--- config.mk ---
export PLATFORM = sky130hd
export DESIGN_NAME = instr_decoder
export DESIGN_NICKNAME = d
export VERILOG_FILES = /design/src/hw/ls_core_pkg.sv /design/src/hw/instr_decoder.sv
export SDC_FILE = /design/constraint.sdc
export NUM_CORES = 1
export LEC_CHECK = 0
export BUFFER_PORTS_ARGS = -buffer_cell sky130_fd_sc_hd__buf_4
export CELL_PAD_IN_SITES_DETAIL_PLACEMENT = 0
export CELL_PAD_IN_SITES_GLOBAL_PLACEMENT = 1
export CORE_MARGIN = 2
export CORE_UTILIZATION = 14
export DETAILED_ROUTE_END_ITERATION = 6
export MAX_ROUTING_LAYER = met4
export PLACE_DENSITY_LB_ADDON = 0.25
export SLEW_MARGIN = 20
export SYNTH_ARGS = -nofsm -noshare
export SYNTH_HDL_FRONTEND = slang
export SYNTH_SLANG_ARGS = --single-unit
--- constraint.sdc ---
create_clock -name vclk -period 0.8
set_input_delay 0.04 -clock vclk [all_inputs]
set_output_delay 0.04 -clock vclk [all_outputs]
set_load 0.1 [all_outputs]
--- src/hw/ls_core_pkg.sv ---
`default_nettype none

package ls_core_pkg;

    typedef logic [31:0] word_t;      // Data word
    typedef logic [31:0] addr_t;      // Byte address
    typedef logic [3:0]  byte_en_t;   // Bit 3 is the MSB lane in big-endian order
    typedef logic [4:0]  reg_idx_t;
    typedef logic [15:0] imm_t;       // Instruction immediate field

    // Two-bit phase encoding
    typedef enum logic [1:0] {
        FETCH = 2'b00,
        EXEC1 = 2'b01,
        EXEC2 = 2'b10
    } cpu_phase_e;

    typedef enum logic [3:0] {
        NOP,
        LB,
        LBU,
        LH,
        LHU,
        LUI,
        LW,
        LWL,
        LWR,
        SB,
        SH,
        SW
    } ls_op_e;

endpackage

`default_nettype wire
--- src/hw/instr_decoder.sv ---
`timescale 1ns/1ps
`default_nettype none

module instr_decoder import ls_core_pkg::*; (
    input  word_t    instr,
    output ls_op_e   ls_op,
    output reg_idx_t rs,
    output reg_idx_t rt,
    output imm_t     offset
);

    // MIPS I primary opcodes
    localparam logic [5:0] OP_LUI = 6'h0f;
    localparam logic [5:0] OP_LB  = 6'h20;
    localparam logic [5:0] OP_LH  = 6'h21;
    localparam logic [5:0] OP_LWL = 6'h22;
    localparam logic [5:0] OP_LW  = 6'h23;
    localparam logic [5:0] OP_LBU = 6'h24;
    localparam logic [5:0] OP_LHU = 6'h25;
    localparam logic [5:0] OP_LWR = 6'h26;
    localparam logic [5:0] OP_SB  = 6'h28;
    localparam logic [5:0] OP_SH  = 6'h29;
    localparam logic [5:0] OP_SW  = 6'h2b;

    logic [5:0] opcode;

    // I-type fields
    assign opcode = instr[31:26];
    assign rs     = instr[25:21];   // Base register
    assign rt     = instr[20:16];   // Target or store source
    assign offset = instr[15:0];

    always_comb begin
        case (opcode)
            OP_LB:   ls_op = LB;
            OP_LBU:  ls_op = LBU;
            OP_LH:   ls_op = LH;
            OP_LHU:  ls_op = LHU;
            OP_LUI:  ls_op = LUI;
            OP_LW:   ls_op = LW;
            OP_LWL:  ls_op = LWL;
            OP_LWR:  ls_op = LWR;
            OP_SB:   ls_op = SB;
            OP_SH:   ls_op = SH;
            OP_SW:   ls_op = SW;
            default: ls_op = NOP;   // Everything else retires silently
        endcase
    end

endmodule

`default_nettype wire

* Word-level counts from Yosys, hierarchy flattened
Cells that the tools add are included.
** Storage, ports and cells
- Bits in registers :: 0
- Logic and storage cells :: 12
** Cells by class
- Eq/ne operators :: 11
- Multiplexer cells :: 1
** Operators with widths (count)
- $eq 6x6->1 const B :: 10
- $pmux 4 s11 :: 1
- $eq 6x4->1 const B :: 1

* Depth between registers and ports, before layout
Gate-level depths: netlist of the first run.
- Word-level depth :: 2
- Depth in mapped cells :: 4
- Depth with buffers taken out :: 3

* Worst setup path after synthesis of the first run
Ideal clock, no wire load.
- Path type :: input-to-output
- From :: input port instr[28]
- To :: output port ls_op[1]
- Arrival :: 2534 ps
- Required time :: 760 ps
- Setup slack :: -1774 ps
- Cell stages on the path :: 3
- Path buffers :: 1
- Path through :: buf_4 -> mux2i_1 -> o31ai_1
** Between the ends
- Cells in the longest elaborated chain, start to end :: 2
- Elaborated cells between the ends (all ways) :: 12
** Ends and longest elaborated chain
- start: declaration :: line instr_decoder.sv:5 : input word_t instr,
- $eq 6x6->1 / $eq 6x4->1 (equally long branches) :: line instr_decoder.sv:34 : case (opcode)
- $pmux 4 s11 (*) :: line instr_decoder.sv:34
- end: declaration :: line instr_decoder.sv:6 : output ls_op_e ls_op,
Mark *: on every way between the ends. The rest lies on a longest branch, timed or not.

* Final worst setup path of the first run
- From :: input port instr[26]
- To :: output port ls_op[0]
Same word-level chain as after synthesis.

==> results.txt, run 1 <==
Vias/cell: 3.47
Yosys cell types: 18
Crit. End Element: primary output
Internal Pwr Total: 0.000133 W
post-synth net total: 79
Die W: 54.2 um
Hold Crit Class: in2out
slowest stage delay, CP: 0.40 ns
critical-path cell list: buf_6, maj3_2, or3b_4, a21oi_4, buf_12
die height: 54.2 um
Syn Inst Count: 47
Crit path depth: 5
fin cells: 70
gpl congestion: 0.647
All-Layer GR Usage: 0.0515
Area Overhead vs Synth: 37.9%
RSZ-0062 raised after global routing: yes
WHS Path Cells: 0
worst vdd ir: 0.000218 V
WHS Endpoint: offset[10]
Site Rows: 18
status: finished with violations
vias: 243
Buf/Inv on CP: 2
Arr. time, crit path: 1.18 ns
Slew Limit Fails: 0
Synthesis Warnings: 0
Post-DP HPWL: 620 um
min-delay src: instr[10]
Period Utilization, post-route: 1.52
io pins: 62
DP Area: 398 um^2
share of layout cells above drive strength 1: 0.825
GRT overflow: 0
Placed Cells: 70
initial antenna violation count: 0
Ant. Diodes: 0
slowest library cell on the worst path: or3b_4
WL final: 736 um
die area: 2940 um^2
Setup CP Type: in2out
starting DRC count in detailed routing: 0
highest-count cells in the layout ignoring fill and taps: buf_4 (10), buf_6 (5), buf_12 (4), or3b_4 (3), a21oi_4 (3)
WL/cell: 10.5 um
fmax: 820 MHz
CP startpoint kind: input pin
clock share of power: 0
CLK BUF: 0
pin count of the biggest net entering global routing: 9
Reg area: 0 um^2
Antenna Nets Post-Route: 0
Slew HR: 0.814
failing checks: setup timing
area share of the largest cell type after synthesis: 0.574
core footprint: 2430 um^2
Worst path top cell family by delay: simple AND/OR/NAND/NOR gates
global-route wire length before repair: 1150 um
Worst Max-Slew Pin Slew: 0.271 ns
Initial DRT Pass Iterations: 1
fin worst setup slack: -0.419 ns
I/O Buffers: 10
Setup TNS: -1.31 ns
drt drc: 0
Initial Utilization: 0.145
final critical-path required period: 1.22 ns
Synth Cell Area: 353 um^2
Comb pwr share: 1.000
hold slack: 0.0800 ns
Mean Syn Cell Area: 7.51 um^2
endpoints failing hold: 0
area leader, netlist: buf_4
Synth area leaders: buf_4 (57%), or3b_2 (5.0%), nand2b_1 (3.5%)
switch share: 0.503
commonest non-fill, non-tap cell in the layout: buf_4
Switching Power: 0.000135 W
Pwr per Cell Area: 551 nW/um^2
final instance area: 487 um^2
Leak: 0.185 nW
# setup viols final: 4
Reg power frac: 0
Layout Nets: 74
Max Cap Viol: 0
sequential-to-total area share from yosys stat: 0
vias in the first global route: 247
CP required: 0.76 ns
Seq cells: 0
Max Fanout on Critical Path: 2
## worst max-delay path by stage
stage,from,end,slack [ns]
after floorplan,instr[29],ls_op[0],-0.53
after global placement,instr[27],ls_op[0],-0.52
after detailed placement,instr[29],ls_op[0],-0.52
after CTS,instr[26],ls_op[0],-0.42
after global routing,instr[27],ls_op[0],-0.44
final,instr[26],ls_op[0],-0.42
## power by group through the flow
| stage | combinational (W) | sequential, W | clock (W) |
|---|---|---|---|
| 2_1_floorplan | 0.000740 | 0 | 0 |
| 3_3_place_gp | 0.000227 | 0 | 0 |
| 3_5_place_dp | 0.000226 | 0 | 0 |
| 4_1_cts | 0.000269 | 0 | 0 |
| 5_1_grt | 0.000283 | 0 | 0 |
| 6_report | 0.000268 | 0 | 0 |
## cell type report
class / count / area (um^2)
Fill cell: 279 / 1950
Tap cell: 30 / 37.5
Multi-Input combinational cell: 20 / 223
Timing Repair Buffer: 20 / 226
## cell families (layout without fill, tap and decap cells)
family | after synthesis | in the layout | synth area share
buffers and inverters | 27 | 20 | 0.574
and+or+nand+nor | 12 | 12 | 0.252
AOI/OAI and AO/OA | 5 | 5 | 0.0887
adders and majority gates | 1 | 1 | 0.0319
xor gates and xnor gates | 1 | 1 | 0.0248
muxes | 1 | 1 | 0.0284
## timing repair
action                                  4_1_cts  5_1_grt
pin swaps                                     7        2
hold buffers                                  0        0
setup buffers                                 0        0
resized for setup                            21        1
endpoints found under the setup margin        4        4
## per-stage QoR
stage	power (W)	utilization	worst slack (ns)
5_1_grt	0.000283	0.200	-0.435
6_report	0.000268	0.200	-0.419
2_1_floorplan	0.000740	-	-0.527
4_1_cts	0.000269	0.199	-0.422
3_5_place_dp	0.000226	0.164	-0.518
3_3_place_gp	0.000227	0.164	-0.523
## synth_stat cells
master / n
buf_4: 27
a21oi_1: 2
nand2b_1: 2
or3b_2: 2
a21oi_2: 1
and4b_2: 1
maj3_2: 1
mux2i_1: 1
nand2_1: 1
nand3b_1: 1
nand4_1: 1
nor2_1: 1
nor3b_1: 1
o21ai_0: 1
o31ai_1: 1
or3b_1: 1
or4b_1: 1
xor2_1: 1
## routing by layer
metal / global-route usage / wire length, um
met4: 0.00833 / 0
met3: 0.00556 / 105
met2: 0.0723 / 287
met5: - / 0
met1: 0.0784 / 344
No activity file was read; power rests on OpenSTA's default activity.
==> inputs of run 2 (changes only) <==
==> constraint.sdc (replaced) <==
create_clock -name vclk -period 0.8
set_input_delay 0.04 -clock vclk [all_inputs]
set_output_delay 0.04 -clock vclk [all_outputs]
set_load 0.005 [all_outputs]
==> results.txt, run 2 (synthesis results as in run 1) <==
endpoints failing hold: 0 (unchanged)
I/O Buffers: 10 (unchanged)
status: finished with violations
Internal Pwr Total: 0.000113 W (-15%)
Layout Nets: 75 (+1.4%)
slowest library cell on the worst path: or3b_1
RSZ-0062 raised after global routing: yes
Leak: 0.177 nW (-4.4%)
WL/cell: 10.2 um (-3.3%)
vias: 248 (+2.1%)
GRT overflow: 0 (unchanged)
clock share of power: 0 (unchanged)
CP startpoint kind: input pin
Comb pwr share: 1.000 (about the same)
die area: 2940 um^2 (unchanged)
fin worst setup slack: -0.261 ns (+0.158 ns)
core footprint: 2430 um^2 (unchanged)
Worst Max-Slew Pin Slew: 0.209 ns (-0.0623 ns)
die height: 54.2 um (unchanged)
Initial DRT Pass Iterations: 1 (unchanged)
Setup CP Type: in2out
fmax: 943 MHz (+15%)
Max Cap Viol: 0 (unchanged)
final critical-path required period: 1.06 ns (-0.158 ns)
gpl congestion: 0.684 (+5.7%)
io pins: 62 (unchanged)
hold_buf cts: 0 (unchanged)
Max Fanout on Critical Path: 3 (+1)
Arr. time, crit path: 1.02 ns (-0.16 ns)
critical-path cell list: buf_6, maj3_2, or3b_1, a21oi_2, buf_4
Slew Limit Fails: 0 (unchanged)
global-route wire length before repair: 1130 um (-1.2%)
drt drc: 0 (unchanged)
Pwr per Cell Area: 420 nW/um^2 (-24%)
Post-Route Utilization: 0.171 (-0.0293)
Vias/cell: 3.49 (+0.62%)
Die W: 54.2 um (unchanged)
switch share: 0.353 (-0.151)
Ant. Diodes: 0 (unchanged)
All-Layer GR Usage: 0.0497 (-0.00175)
Reg power frac: 0 (unchanged)
vias in the first global route: 253 (+2.4%)
WL final: 722 um (-1.9%)
fin cells: 71 (+1.4%)
starting DRC count in detailed routing: 0 (unchanged)
slowest stage delay, CP: 0.36 ns (-0.04 ns)
CLK BUF: 0 (unchanged)
Area Overhead vs Synth: 17.7%
initial antenna violation count: 0 (unchanged)
Initial Utilization: 0.145 (unchanged)
pin count of the biggest net entering global routing: 8 (-1)
# setup viols final: 4 (unchanged)
failing checks: setup timing
min-delay src: instr[10]
Crit. End Element: primary output
share of layout cells above drive strength 1: 0.756 (-0.0689)
# fillers: 281 (+0.72%)
Site Rows: 18 (unchanged)
Hold Crit Class: in2out
Placed Cells: 68 (-2.9%)
Antenna Nets Post-Route: 0 (unchanged)
commonest non-fill, non-tap cell in the layout: buf_4
pre-CTS setup slack: -0.292 ns (+0.226 ns)
Post-DP HPWL: 599 um (-3.4%)
Crit. Startpoint: instr[29]
highest-count cells in the layout ignoring fill and taps: buf_4 (13), buf_6 (6), a21oi_2 (3)
CP required: 0.76 ns (about the same)
Seq cells: 0 (unchanged)
Period Utilization, post-route: 1.33 (-0.197)
Slew HR: 0.859 (+0.0453)
Reg area: 0 um^2 (unchanged)
Switching Power: 0.0000616 W (-54%)
worst vdd ir: 0.000218 V (-0.20%)
## run 2: final cells by class
| type | count | area, um^2 | share of cell area |
|---|---|---|---|
| multi-input combinational | 20 | 183 | 0.440 |
| tap | 30 | 37.5 | 0.0904 |
| timing repair buffer | 21 | 195 | 0.470 |
## run 2: what timing repair did
| action | CTS | global route |
|---|---|---|
| pin swaps | 3 | 3 |
| endpoints found under the setup margin | 4 | 4 |
| gates resized for setup | 12 | 2 |
| setup buffers | 2 | 1 |
## run 2: per-layer routing
metal  GRT usage  up-vias  share of wire
li1            -      121              -
met1      0.0670      106           0.39
met2      0.0683       19           0.42
met3      0.0139        2           0.18
met4      0.0208        0         0.0055
met5           -        -              0
## run 2: power by group through the flow
stage	sequential, W	combinational [W]	clock, W
3_5_place_dp	0	0.000134	0
5_1_grt	0	0.000190	0
4_1_cts	0	0.000169	0
2_1_floorplan	0	0.000154	0
6_report	0	0.000175	0
3_3_place_gp	0	0.000136	0
## run 2: worst max-delay path, delay by kind of cell
| family | cells | cell delay (ns) |
|---|---|---|
| fa+ha+maj | 1 | 0.29 |
| compound gates | 1 | 0.12 |
| buf+inv | 2 | 0.21 |
| simple gates | 1 | 0.36 |
## run 2: per-stage QoR
stage,total power (W),TNS [ns],cell area [um^2],hold slack [ns]
detailed placement,0.000134,-0.911,333,0.0800
finish,0.000175,-0.684,415,0.0800
global route,0.000190,-0.852,415,0.0800
CTS,0.000169,-0.648,400,0.0800
global placement,0.000136,-0.946,333,0.0800
floorplan,0.000154,-0.108,363,0.0981
## run 2: path summary, 6_finish.rpt
kind	slack, ns	cells after the start	to
max	-0.26	5	ls_op[0]
min	0.08	0	offset[10]
==> inputs of run 3 (changes only) <==
--- a/config.mk
+++ b/config.mk
@@ -8,11 +8,12 @@
 export BUFFER_PORTS_ARGS = -buffer_cell sky130_fd_sc_hd__buf_4
 export CELL_PAD_IN_SITES_DETAIL_PLACEMENT = 0
 export CELL_PAD_IN_SITES_GLOBAL_PLACEMENT = 1
-export CORE_MARGIN = 2
+export CORE_MARGIN = 4
 export CORE_UTILIZATION = 14
 export DETAILED_ROUTE_END_ITERATION = 6
 export MAX_ROUTING_LAYER = met4
 export PLACE_DENSITY_LB_ADDON = 0.25
+export SETUP_SLACK_MARGIN = 0.1
 export SLEW_MARGIN = 20
 export SYNTH_ARGS = -nofsm -noshare
 export SYNTH_HDL_FRONTEND = slang
==> results.txt, run 3 (synthesis results as in run 1) <==
die area: 3390 um^2 (+15%)
Vias/cell: 3.51 (+0.41%)
commonest non-fill, non-tap cell in the layout: buf_4
vias: 242 (-2.4%)
Setup CP Type: in2out
endpoints failing hold: 0 (unchanged)
vias in the first global route: 246 (-2.8%)
slowest stage delay, CP: 0.36 ns (about the same)
Die W: 58.2 um (+7.4%)
DP Area: 368 um^2 (+11%)
highest-count cells in the layout ignoring fill and taps: buf_4 (14), buf_6 (5), a21oi_2 (3)
initial antenna violation count: 0 (unchanged)
Post-DP HPWL: 551 um (-8.0%)
Site Rows: 17 (-1)
Placed Cells: 69 (+1.5%)
Ant. Diodes: 0 (unchanged)
Post-Route Utilization: 0.184 (+0.0128)
WHS Endpoint: offset[13]
Crit. Startpoint: instr[29]
Worst Max-Slew Pin Slew: 0.219 ns (+0.00972 ns)
Pwr per Cell Area: 430 nW/um^2 (+2.3%)
Max Cap Viol: 0 (unchanged)
GRT overflow: 0 (unchanged)
RSZ-0062 raised after global routing: yes
fin cells: 69 (-2.8%)
All-Layer GR Usage: 0.0389 (-0.0108)
starting DRC count in detailed routing: 0 (unchanged)
gpl congestion: 0.627 (-8.3%)
Seq cells: 0 (unchanged)
CP required: 0.76 ns (about the same)
critical-path cell list: buf_8, maj3_2, or3b_1, a21oi_2, buf_4
share of layout cells above drive strength 1: 0.780 (+0.0244)
Antenna Nets Post-Route: 0 (unchanged)
Layout Nets: 75 (unchanged)
Max Fanout on Critical Path: 4 (+1)
Initial Utilization: 0.154 (+0.00853)
status: finished with violations
core footprint: 2300 um^2 (-5.6%)
Leak: 0.175 nW (-1.0%)
global-route wire length before repair: 1080 um (-4.9%)
I/O Buffers: 10 (unchanged)
fin worst setup slack: -0.264 ns (-0.00298 ns)
io pins: 62 (unchanged)
min-delay src: instr[13]
# setup viols final: 4 (unchanged)
slowest library cell on the worst path: or3b_1
post-CTS setup buffer count: 0 (-2)
Hold Crit Class: in2out
die height: 58.2 um (+7.4%)
hold slack: 0.0800 ns (unchanged)
CLK BUF: 0 (unchanged)
hold_buf cts: 0 (unchanged)
final instance area: 422 um^2 (+1.5%)
WL final: 669 um (-7.3%)
fmax: 940 MHz (-0.28%)
failing checks: setup timing
Crit. End Element: primary output
WL/cell: 9.70 um (-4.7%)
final critical-path required period: 1.06 ns (+0.00298 ns)
Arr. time, crit path: 1.02 ns (about the same)
pin count of the biggest net entering global routing: 7 (-1)
Initial DRT Pass Iterations: 1 (unchanged)
Area Overhead vs Synth: 19.5%
WHS Path Cells: 0 (unchanged)
Slew HR: 0.851 (-0.00789)
Power, Total: 0.000181 W (+3.8%)
Slew Limit Fails: 0 (unchanged)
Period Utilization, post-route: 1.33 (+0.00372)
CP startpoint kind: input pin
Reg area: 0 um^2 (unchanged)
worst vdd ir: 0.000137 V (-37%)
drt drc: 0 (unchanged)
[run 3: cell types whose count changed in the layout (fill, tap and decap cells not counted)]
| cell | previous run | this run |
|---|---|---|
| mux2i_2 | 0 | 1 |
| mux2i_1 | 1 | 0 |
| o21ai_1 | 0 | 1 |
| o21ai_0 | 1 | 0 |
| o31ai_2 | 1 | 0 |
| o31ai_4 | 0 | 1 |
| buf_6 | 6 | 5 |
| buf_4 | 13 | 14 |
[run 3: how the worst max path moves through the flow]
stage,slack (ns),endpoint
after floorplan,-0.05,ls_op[0]
after global placement,-0.31,ls_op[0]
after detailed placement,-0.30,ls_op[0]
after CTS,-0.28,ls_op[0]
after global routing,-0.31,ls_op[0]
final,-0.26,ls_op[0]
[run 3: critical path: cells and delay by family]
kind,cells,cell delay [ns]
compound gates,1,0.12
simple gates,1,0.36
fa+ha+maj,1,0.29
buf+inv,2,0.21
[run 3: metal layers]
metal | share of wire | track usage | up-vias
met5 | 0 | - | -
met4 | 0.012 | 0.00993 | 0
met3 | 0.084 | 0.00891 | 4
met2 | 0.48 | 0.0661 | 6
met1 | 0.42 | 0.0459 | 111
li1 | - | - | 121
[run 3: stage by stage]
stage | worst slack, ns | TNS [ns]
after floorplan | -0.0494 | -0.0826
after global placement | -0.306 | -0.843
after detailed placement | -0.303 | -0.833
after CTS | -0.275 | -0.699
after global routing | -0.312 | -0.829
final | -0.264 | -0.677
[run 3: report_power, final]
part	switching [W]	internal [W]	total, W
combinational	0.0000659	0.000115	0.000181
clock	0	0	0
sequential	0	0	0
[run 3: area by class of cell]
| cell class | instances | area (um^2) |
|---|---|---|
| fill | 271 | 1880 |
| multi-input combinational | 20 | 195 |
| timing repair buffer | 21 | 191 |
| tap | 28 | 35.0 |
[run 3: repair_timing]
item                                   in CTS  in global routing
resized for setup                           9                  4
endpoints found under the hold margin       0                  0
setup endpoints to repair                   4                  4
pin swaps                                   3                  4
